[src/fir_macros.svh]
`ifndef FIR_MACROS_SVH
`define FIR_MACROS_SVH

// Width of one sample word, a sign bit plus a 15-bit magnitude
`define FIR_WIDTH 16

// Fractional bits of the fixed-point format
// A magnitude of 16384 stands for 1.0
`define FIR_FRAC 14

// Number of filter taps
`define FIR_TAPS 15

// Two's complement sum width
// 15 products below 1.0 each fit with room to spare
`define FIR_ACC_WIDTH 20

// Coefficient word, a sign bit plus a 16-bit magnitude
`define FIR_COEF_WIDTH 17

`endif

[src/fir_pkg.sv]
`include "fir_macros.svh"

package fir_pkg;

	// One sample word, read either whole or as sign and magnitude
	typedef union packed
	{
		logic [`FIR_WIDTH-1:0] raw; // Whole word, as the delay line and the ports carry it
		struct packed
		{
			logic                  sign; // 1 means negative
			logic [`FIR_WIDTH-2:0] mag;  // Magnitude with FIR_FRAC fractional bits
		} sm;
	} sample_u;

	// One coefficient word, with one more magnitude bit than a sample
	typedef union packed
	{
		logic [`FIR_COEF_WIDTH-1:0] raw;
		struct packed
		{
			logic                       sign;
			logic [`FIR_COEF_WIDTH-2:0] mag;
		} sm;
	} coef_u;

	// High-pass coefficient set, 15 taps, symmetric around tap 7
	// Signs alternate with even taps negative
	// The magnitudes add up to 7355, well below 1.0 (16384)
	localparam coef_u fir_coefs [`FIR_TAPS] = '{
		{1'b1, 16'd154}, // Tap 0
		{1'b0, 16'd218},
		{1'b1, 16'd339},
		{1'b0, 16'd472},
		{1'b1, 16'd601},
		{1'b0, 16'd709},
		{1'b1, 16'd781},
		{1'b0, 16'd807}, // Centre tap
		{1'b1, 16'd781},
		{1'b0, 16'd709},
		{1'b1, 16'd601},
		{1'b0, 16'd472},
		{1'b1, 16'd339},
		{1'b0, 16'd218},
		{1'b1, 16'd154}  // Tap 14
	};

endpackage

[src/sm_out_convert.sv]
`timescale 1ns/100ps
`include "fir_macros.svh"

// Output stage
// Turns the registered two's complement sum into a sign-magnitude word
module sm_out_convert
(
	input  logic                             clk,
	input  logic                             arst_n,
	input  logic signed [`FIR_ACC_WIDTH-1:0] acc, // Sum from the adder
	output fir_pkg::sample_u                 y    // Filter output
);

	import fir_pkg::*;

	logic [`FIR_ACC_WIDTH-1:0] acc_abs; // Absolute value of the sum
	sample_u                   y_next;

	assign acc_abs = acc[`FIR_ACC_WIDTH-1] ? -acc : acc;

	always_comb
	begin
		y_next.sm.sign = acc[`FIR_ACC_WIDTH-1];  // A zero sum is not negative, so no -0
		y_next.sm.mag  = acc_abs[`FIR_WIDTH-2:0]; // Range of acc is checked in the adder
	end

	always_ff @(posedge clk or negedge arst_n)
	begin
		if (!arst_n)
		begin
			y <= '0;
		end
		else
		begin
			y <= y_next;
		end
	end

	// Negative zero must never reach the output
	a_no_neg_zero: assert property (
		@(posedge clk) disable iff (!arst_n)
		(y.sm.mag == '0) |-> !y.sm.sign
	)
	else
		$error("Output shows negative zero");

endmodule

[config.mk]
export PLATFORM = sky130hd
export DESIGN_NAME = sm_out_convert
export DESIGN_NICKNAME = d
export VERILOG_FILES = /design/src/fir_pkg.sv /design/src/sm_out_convert.sv
export VERILOG_INCLUDE_DIRS = /design/src
export SDC_FILE = /design/constraint.sdc
export NUM_CORES = 1
export LEC_CHECK = 0
export ABC_AREA = 1
export BUFFER_PORTS_ARGS = -buffer_cell sky130_fd_sc_hd__buf_4
export CAP_MARGIN = 5
export CORE_UTILIZATION = 52
export CTS_BUF_LIST = sky130_fd_sc_hd__clkbuf_8
export CTS_CLUSTER_DIAMETER = 30
export DETAILED_ROUTE_END_ITERATION = 12
export GPL_ROUTABILITY_DRIVEN = 0
export GPL_TIMING_DRIVEN = 1
export PLACE_DENSITY = 0.88
export SETUP_SLACK_MARGIN = 0.15
export SLEW_MARGIN = 40
export SYNTH_ARGS = -nofsm -noshare
export SYNTH_HDL_FRONTEND = slang
export SYNTH_SLANG_ARGS = --single-unit
[constraint.sdc]
create_clock -name clk -period 1.3 [get_ports clk]
set_clock_uncertainty 0.2 [all_clocks]
set_input_delay 0.065 -clock clk [delete_from_list [all_inputs] [get_ports clk]]
set_output_delay 0.065 -clock clk [all_outputs]
set_load 0.01 [all_outputs]
Yosys cells after proc, flatten, opt, wreduce, memory -nomap -nowiden --
Cells that the tools add are included.
Cells by class: $add $sub $neg 1, muxes and demuxes 1
Operators by type and width (count):
- 15-bit two-way mux | 1
- 15-bit negation | 1
Storage, ports and cells: bits in registers 16, input port bits 22, logic and storage cells 3, output and inout port bits 16

Depth between registers and ports, before layout --
Gate-level depths: netlist (run 1).
depth after elaboration 2, gate-level depth with buffers 8, gate-level depth less buffers 8

Worst setup path before layout (run 1) --
Ideal clock, no wire load.
path type input-to-reg, start in acc[1], end reg y[12] (netlist name), required time 0.983 ns, setup slack 0.347 ns, arrival 0.636 ns, setup time 0.117 ns, cell stages on the path 7, path buffers 0, cell sequence inv_1 -> ha_1 -> nand3_1 -> nand2_2 -> nand3_2 -> nand2_1 -> nand2_1
On the way: cells in the longest elaborated chain, start to end 2
Ends and longest elaborated chain:
- start, declared | line sm_out_convert.sv:10 | input logic signed [`FIR_ACC_WIDTH-1:0] acc,
- 15-bit negation | line sm_out_convert.sv:19 | assign acc_abs = acc[`FIR_ACC_WIDTH-1] ? -acc : acc;
- 15-bit two-way mux | line sm_out_convert.sv:19
- named net acc_abs[12] | line sm_out_convert.sv:16 | logic [`FIR_ACC_WIDTH-1:0] acc_abs;
- end signal, assigned | line sm_out_convert.sv:35 | y <= y_next;
- end, declared | line sm_out_convert.sv:11 | output fir_pkg::sample_u y
The timed path passes the listed nets, and every way through them passes these cells.

Final worst setup path (run 1) --
start in acc[4], end reg y[4] (netlist name)
On the way: cells in the longest elaborated chain, start to end 2
Ends and longest elaborated chain (line):
- 15-bit negation | sm_out_convert.sv:19
- 15-bit two-way mux * | sm_out_convert.sv:19
- named net acc_abs[4] | sm_out_convert.sv:16
Mark *: on every way through the listed nets, which the timed path passes. The rest lies on a longest branch.

==> results of run 1 <==
==> per-layer routing <==
metal  global-route usage  vias to the layer above  share of wire
met5                    0                        -              0
met4                0.158                        0          0.055
met3               0.0638                       18          0.090
met2                0.542                       75           0.50
met1                0.350                      439           0.36
li1                     -                      434              -
==> cells by family after synthesis <==
group	synth area share
AOI/OAI and AO/OA	0.0214
xor gates and xnor gates	0.0500
adders and majority gates	0.0143
buffers and inverters	0.100
DFF	0.457
and+or+nand+nor	0.357
==> metrics by stage <==
stage                     worst slack (ns)  total power (W)   util  hold slack [ns]  std cells
final                                0.242          0.00126  0.855           -0.112        175
after global routing                 0.175          0.00131  0.855          -0.0945        175
after CTS                            0.280          0.00123  0.848           -0.134        174
after detailed placement             0.122         0.000840  0.724           -0.270        156
after global placement               0.163         0.000829  0.724           -0.272        156
after floorplan                      0.347         0.000697      -           -0.431        109
==> final cells by class <==
class / instances / area (sq um) / share of cell area
Sequential cell: 16 / 400 / 0.304
Inverter: 16 / 60.1 / 0.0456
Multi-Input combinational cell: 75 / 388 / 0.294
Timing Repair Buffer: 49 / 408 / 0.310
Tap cell: 16 / 20.0 / 0.0152
Clock buffer: 3 / 41.3 / 0.0313
==> cells in the mapped netlist (all sizes together) <==
cell type  instances
inv               16
nand3b             1
ha                 1
nand3              9
nor2              13
buf                2
dfrtp             16
xor2               2
o21ai              3
nand2             40
xnor2              3
nand4              3
==> power by group through the flow <==
stage                     Clock [W]  Combinational (W)  Sequential [W]
final                      0.000369           0.000333        0.000553
after global routing       0.000393           0.000356        0.000556
after CTS                  0.000362           0.000316        0.000553
after detailed placement          0           0.000278        0.000562
after global placement            0           0.000267        0.000561
after floorplan                   0           0.000109        0.000587
==> worst max-delay path, cell delays in order <==
cell and delay [ns]:
buf_4 0.12, inv_1 0.08, dlygate4sd3_1 0.58, xor2_1 0.18
==> worst max-delay path by stage <==
stage / from / to / slack [ns] / depth (start not counted)
floorplan: acc[1] / y[12] / 0.35 / 7
global placement: acc[1] / y[12] / 0.16 / 8
detailed placement: acc[1] / y[12] / 0.12 / 8
CTS: y[3] / y[3] / 0.28 / 1
global route: acc[4] / y[4] / 0.18 / 4
finish: acc[4] / y[4] / 0.24 / 4
==> what timing repair did <==
item                                   in CTS  in global routing
hold buffers                               15                  1
resized for setup                           0                  0
endpoints found under the hold margin      32                  3
==> results_dict.tcl, run 1 <==
set metrics [dict create \
    vdd_ir_drop_max_mv 0.682 \
    syn_avg_cell_area_sq_um 8.04 \
    power_frac_comb 0.265 \
    synth_cell_types 20 \
    min_period_ns 1.06 \
    vias 966 \
    fill_cells 85 \
    yosysTopAreaCell "dfrtp_1" \
    yosysWarnings 0 \
    p_sw_w 0.000346 \
    power_frac_clock 0.294 \
    p_seq_frac 0.440 \
    critPathArrivalTime_ns 1.02 \
    pwr_density_cell_nw_per_um2 953 \
    mostFrequentLayoutCells "nand2_1, buf_4, inv_1, dlygate4sd3_1, dfrtp_1" \
    critical_path.max_fanout 2 \
    regMostFlops "y" \
    crit_path_end_kind "flop" \
    row_count 14 \
    cts_root_buf "clkbuf_8" \
    max_freq_ghz 0.945 \
    overflow 0 \
    hold_path_depth 3 \
    power.internal_w 0.000910 \
    critPathKind "in2reg" \
    hold_viol_final 5 \
    top_regs "y: 16 flops" \
    tightest_slew_ns 0.331 \
    cts_htree_levels 1 \
    synth.ff_latch_count 16 \
    clkTransAtPathRegs_ns 0.06 \
    ant_nets 0 \
    routed_wl_mm 2.63 \
    core-area_sq_um 1540 \
    synth_seq_area_share 0.457 \
    antenna_found_initial 0 \
    setup_tns_ns 0 \
    cts_buffers 3 \
    finalSetupViolCount 0 \
    grt_pass1_wl_mm 4.12 \
    fp.dieArea_sq_um 1850 \
    cts.sinks 16 \
    netlist_area_sq_um 876 \
    grt_start_max_net_pins 19 \
    wl_per_cell_um 15.0 \
    syn_nets 132 \
    timing.hold.ws_ns -0.112 \
    die_h_um 43.0 \
    swShare 0.275 \
    final_common_cell "nand2_1" \
    synth_area_leaders "dfrtp_1, nand2_1, inv_1" \
    start_util 0.568 \
    status "finished with violations" \
    violations "negative hold slack" \
    area_growth_pct 50.4 \
    startpoint_type "input pin" \
    fin_crit_sh 0.814 \
    layout-drive-gt1-share 0.296 \
    clockBufferDepth 2 \
    worstHoldStart "acc[2]" \
    dr.pass1.iters 4 \
    cp.required_ns 1.26 \
    slew_headroom 0.778 \
    die_x_um 43.0 \
    maxCapViolations 0 \
    io_buffers 33 \
    drtIter0Drc 60 \
    final_nets 184 \
    hp-class "in2reg" \
    dp_hpwl_mm 1.39 \
    whs_endpoint "y[2]" \
    postCtsSetupRepairBufs 0 \
    yosysTopAreaCellShare 0.457 \
    slew_viol_final 0 \
    track_usage 0.309 \
    power.leakage_nw 0.700 \
    largest_reg_flops 16 \
    drc 0 \
    synthCells 109 \
    cts_tree "yes" \
    first_global_vias 888 \
    final_area_sq_um 1320 \
    place_area_sq_um 1120 \
    boundaryPins 38 \
    antenna_cells 0 \
    via_per_inst 5.52 \
    rsz0062_at_grt "false" \
]
Note: power is estimated with default switching activity, not from simulation.
==> run 2, diff against run 1 <==
--- a/config.mk
+++ b/config.mk
@@ -9,13 +9,13 @@
 export ABC_AREA = 1
 export BUFFER_PORTS_ARGS = -buffer_cell sky130_fd_sc_hd__buf_4
 export CAP_MARGIN = 5
-export CORE_UTILIZATION = 52
+export CORE_UTILIZATION = 48
 export CTS_BUF_LIST = sky130_fd_sc_hd__clkbuf_8
 export CTS_CLUSTER_DIAMETER = 30
 export DETAILED_ROUTE_END_ITERATION = 12
 export GPL_ROUTABILITY_DRIVEN = 0
 export GPL_TIMING_DRIVEN = 1
-export PLACE_DENSITY = 0.88
+export PLACE_DENSITY = 0.83
 export SETUP_SLACK_MARGIN = 0.15
 export SLEW_MARGIN = 40
 export SYNTH_ARGS = -nofsm -noshare
==> constraint.sdc (replaced) <==
create_clock -name clk -period 1.1 [get_ports clk]
set_clock_uncertainty 0.2 [all_clocks]
set_input_delay 0.055 -clock clk [delete_from_list [all_inputs] [get_ports clk]]
set_output_delay 0.055 -clock clk [all_outputs]
set_load 0.01 [all_outputs]
==> results_dict.tcl, run 2 (same netlist as run 1, synthesis figures left out) <==
set metrics [dict create \
    die_h_um 44.7 \
    cp.required_ns 0.84 \
    regMostFlops "y" \
    track_usage 0.224 \
    fp.dieArea_sq_um 2000 \
    maxCapViolations 0 \
    routed_wl_mm 2.07 \
    core-area_sq_um 1730 \
    max_stage_delay_ns 0.38 \
    layout-drive-gt1-share 0.325 \
    first_global_vias 822 \
    via_per_inst 4.92 \
    cp_cell_sequence "buf_6" \
    top_regs "y: 16 flops" \
    io_buffers 33 \
    slew_viol_final 0 \
    ant_nets 0 \
    row_count 15 \
    cts_root_buf "clkbuf_8" \
    hp-class "in2reg" \
    drc 0 \
    rsz0062_at_grt "true" \
    start_util 0.507 \
    worst-path-buf-inv 1 \
    area_growth_pct 56.0 \
    cts_buffers 3 \
    max_freq_ghz 0.999 \
    cts_htree_levels 1 \
    timing.hold.ws_ns -0.181 \
    vias 880 \
    violations "negative hold slack" \
    clkTransAtPathRegs_ns 0.06 \
    postCtsSetupRepairBufs 0 \
    pwr_density_cell_nw_per_um2 1100 \
    drtIter0Drc 30 \
    final_area_sq_um 1370 \
    power.leakage_nw 0.750 \
    die_x_um 44.7 \
    overflow 0 \
    min_period_ns 1.00 \
    critPathKind "reg2out" \
    tightest_slew_ns 0.343 \
    cts.sinks 16 \
    antenna_found_initial 0 \
    antenna_cells 0 \
    grt_pass1_wl_mm 3.16 \
    finalSetupViolCount 0 \
    startpoint_type "flop" \
    crit_path_end_kind "output port" \
    status "finished with violations" \
    largest_reg_flops 16 \
    vdd_ir_drop_max_mv 0.664 \
    clockBufferDepth 2 \
    boundaryPins 38 \
    final_nets 179 \
    fin_crit_sh 0.910 \
    slew_headroom 0.770 \
    cp_top_family "flip-flops" \
    fill_cells 121 \
    finalPower_w 0.00150 \
    mostFrequentLayoutCells "nand2_1, buf_4, buf_6, dfrtp_1, inv_1" \
    dp_hpwl_mm 1.33 \
    hold_viol_final 9 \
    place_area_sq_um 1130 \
    grt_start_max_net_pins 19 \
    crit_slowest_cell "dfrtp_1" \
    critPathArrivalTime_ns 0.75 \
    dr.pass1.iters 4 \
    wl_per_cell_um 11.6 \
    critical_path.max_fanout 1 \
    cts_tree "yes" \
    final_common_cell "nand2_1" \
]
==> run 2: cell types whose count changed in the layout (fill, tap and decap cells not counted), sizes merged <==
cell          before  now
dlymetal6s4s       0    6
dlygate4sd3       16    5
==> run 2: final cells by class <==
type                    instances  area [sq um]  area share
repair buffers                 44           433       0.317
flip-flops and latches         16           400       0.293
multi-input cells              75           400       0.293
inverters                      16          60.1      0.0440
clock buffers                   3          41.3      0.0302
well taps                      25          31.3      0.0229
==> run 2: path summary, 6_finish.rpt <==
check	start	cells past startpoint	slack, ns	end
setup / recovery	y[1]	1	0.1	y[1]
hold / removal	acc[3]	2	-0.18	y[3]
max in group asynchronous	arst_n	2	0.52	y[9]
min in group asynchronous	arst_n	2	0	y[12]
==> run 2: report_power, final <==
group	switching [W]	internal [W]	leakage (nW)	total, W
Clock	0.000185	0.000242	0.0216	0.000428
Combinational	0.000185	0.000218	0.540	0.000403
Sequential	0.0000241	0.000641	0.189	0.000665
==> run 2: per-stage QoR <==
step | setup slack, ns | setup TNS (ns) | utilization | std cells
2_1_floorplan | 0.157 | 0 | - | 109
3_3_place_gp | -0.0282 | -0.0634 | 0.653 | 165
3_5_place_dp | -0.0457 | -0.133 | 0.653 | 165
4_1_cts | 0.101 | 0 | 0.781 | 180
5_1_grt | 0.0729 | 0 | 0.791 | 179
6_report | 0.0992 | 0 | 0.791 | 179
==> run 2: repair_timing <==
| action | 4_1_cts | 5_1_grt |
|---|---|---|
| setup endpoints to repair | 16 | 26 |
| pin swaps | 0 | 5 |
| hold endpoints to repair | 32 | 8 |
| hold buffers | 12 | 1 |
| gates resized for setup | 16 | 11 |
==> run 2: layer usage <==
layer | vias to the layer above | track usage | wire length [um]
met4 | 0 | 0.109 | 61
met3 | 9 | 0.0360 | 95
met1 | 410 | 0.255 | 829
met5 | - | 0 | 0
li1 | 425 | - | -
met2 | 36 | 0.406 | 1090
==> run 3, diff against run 2 <==
--- a/config.mk
+++ b/config.mk
@@ -10,7 +10,7 @@
 export BUFFER_PORTS_ARGS = -buffer_cell sky130_fd_sc_hd__buf_4
 export CAP_MARGIN = 5
 export CORE_UTILIZATION = 48
-export CTS_BUF_LIST = sky130_fd_sc_hd__clkbuf_8
+export CTS_BUF_LIST = sky130_fd_sc_hd__clkbuf_2
 export CTS_CLUSTER_DIAMETER = 30
 export DETAILED_ROUTE_END_ITERATION = 12
 export GPL_ROUTABILITY_DRIVEN = 0
==> results_dict.tcl, run 3 (same netlist as run 1, synthesis figures left out) <==
set metrics [dict create \
    min_period_ns 1.08 \
    startpoint_type "flop" \
    maxCapViolations 0 \
    vias 879 \
    cts.sinks 16 \
    wl_per_cell_um 12.0 \
    postCtsSetupRepairBufs 0 \
    track_usage 0.213 \
    crit_path_end_kind "output port" \
    top_regs "y: 16 flops" \
    cts_root_buf "clkbuf_2" \
    slew_headroom 0.766 \
    io_buffers 33 \
    start_util 0.507 \
    final_common_cell "nand2_1" \
    tightest_slew_ns 0.349 \
    finalSetupViolCount 0 \
    clockBufferDepth 2 \
    cts_tree "yes" \
    cts_buffers 3 \
    worst-path-buf-inv 1 \
    fin_crit_sh 0.979 \
    violations "negative hold slack" \
    rsz0062_at_grt "true" \
    final_nets 181 \
    first_global_vias 777 \
    stdcell_count 181 \
    area_growth_pct 52.1 \
    mostFrequentLayoutCells "nand2_1, buf_4, inv_1, buf_6, dfrtp_1" \
    drtIter0Drc 14 \
    critPathArrivalTime_ns 0.82 \
    timing.hold.ws_ns -0.315 \
    pwr_density_cell_nw_per_um2 992 \
    place_inst 165 \
    die_x_um 44.7 \
    status "finished with violations" \
    dp_hpwl_mm 1.33 \
    via_per_inst 4.86 \
    critPathKind "reg2out" \
    place_area_sq_um 1130 \
    power.leakage_nw 0.698 \
    cp_cell_sequence "buf_6" \
    hp-class "in2reg" \
    largest_reg_flops 16 \
    grt_start_max_net_pins 19 \
    cts_htree_levels 1 \
    cp_top_family "flip-flops" \
    slew_viol_final 0 \
    layout-drive-gt1-share 0.301 \
    vdd_ir_drop_max_mv 0.521 \
    critical_path.max_fanout 1 \
    overflow 0 \
    routed_wl_mm 2.17 \
    crit_slowest_cell "dfrtp_1" \
    drc 0 \
    max_stage_delay_ns 0.41 \
    antenna_cells 0 \
    row_count 15 \
    regMostFlops "y" \
    grt_pass1_wl_mm 2.99 \
    finalPower_w 0.00132 \
    die_h_um 44.7 \
    clkTransAtPathRegs_ns 0.15 \
    max_freq_ghz 0.929 \
    hold_viol_final 28 \
    dr.pass1.iters 4 \
    ant_nets 0 \
    boundaryPins 38 \
    fp.dieArea_sq_um 2000 \
    antenna_found_initial 0 \
    core-area_sq_um 1730 \
    final_area_sq_um 1330 \
    cp.required_ns 0.84 \
]
[run 3: layout make-up]
class	instances	area [sq um]
Tap cell	25	31.3
Fill cell	121	394
Multi-Input combinational cell	75	388
Inverter	16	60.1
Sequential cell	16	400
Clock buffer	3	15.0
Timing Repair Buffer	46	438
[run 3: power breakdown]
| group | total, W | leakage (nW) | switching (W) | internal [W] |
|---|---|---|---|---|
| sequential | 0.000664 | 0.189 | 0.0000237 | 0.000640 |
| clock | 0.000256 | 0.0125 | 0.000181 | 0.0000743 |
| combinational | 0.000402 | 0.497 | 0.000185 | 0.000217 |
| total | 0.00132 | 0.698 | 0.000390 | 0.000931 |
[run 3: layer usage]
metal	wire, um	track usage	vias to the layer above
met2	1220	0.391	30
met5	0	0	-
met3	91	0.0400	5
li1	-	-	423
met1	825	0.224	421
met4	36	0.127	0
[run 3: what timing repair did]
item / in CTS / in global routing
endpoints found under the setup margin: 16 / 16
hold endpoints to repair: 32 / 29
pin swaps: 0 / 0
gates resized for setup: 16 / 0
hold buffers: 8 / 5
[run 3: worst paths after layout]
path / startpoint / depth (start not counted) / end / slack (ns)
worst min-delay path: acc[0] / 1 / y[0] / -0.31
min in group asynchronous: arst_n / 2 / y[12] / -0.07
max in group asynchronous: arst_n / 2 / y[14] / 0.59
worst max-delay path: y[10] / 1 / y[10] / 0.02
[run 3: metrics by stage]
step / hold slack, ns / setup TNS, ns / worst slack (ns) / util
after floorplan: -0.441 / 0 / 0.157 / -
after global placement: -0.281 / -0.0634 / -0.0282 / 0.653
after detailed placement: -0.278 / -0.133 / -0.0457 / 0.653
after CTS: -0.314 / 0 / 0.0285 / 0.743
after global routing: -0.334 / -0.0372 / -0.0116 / 0.772
final: -0.315 / 0 / 0.0231 / 0.772
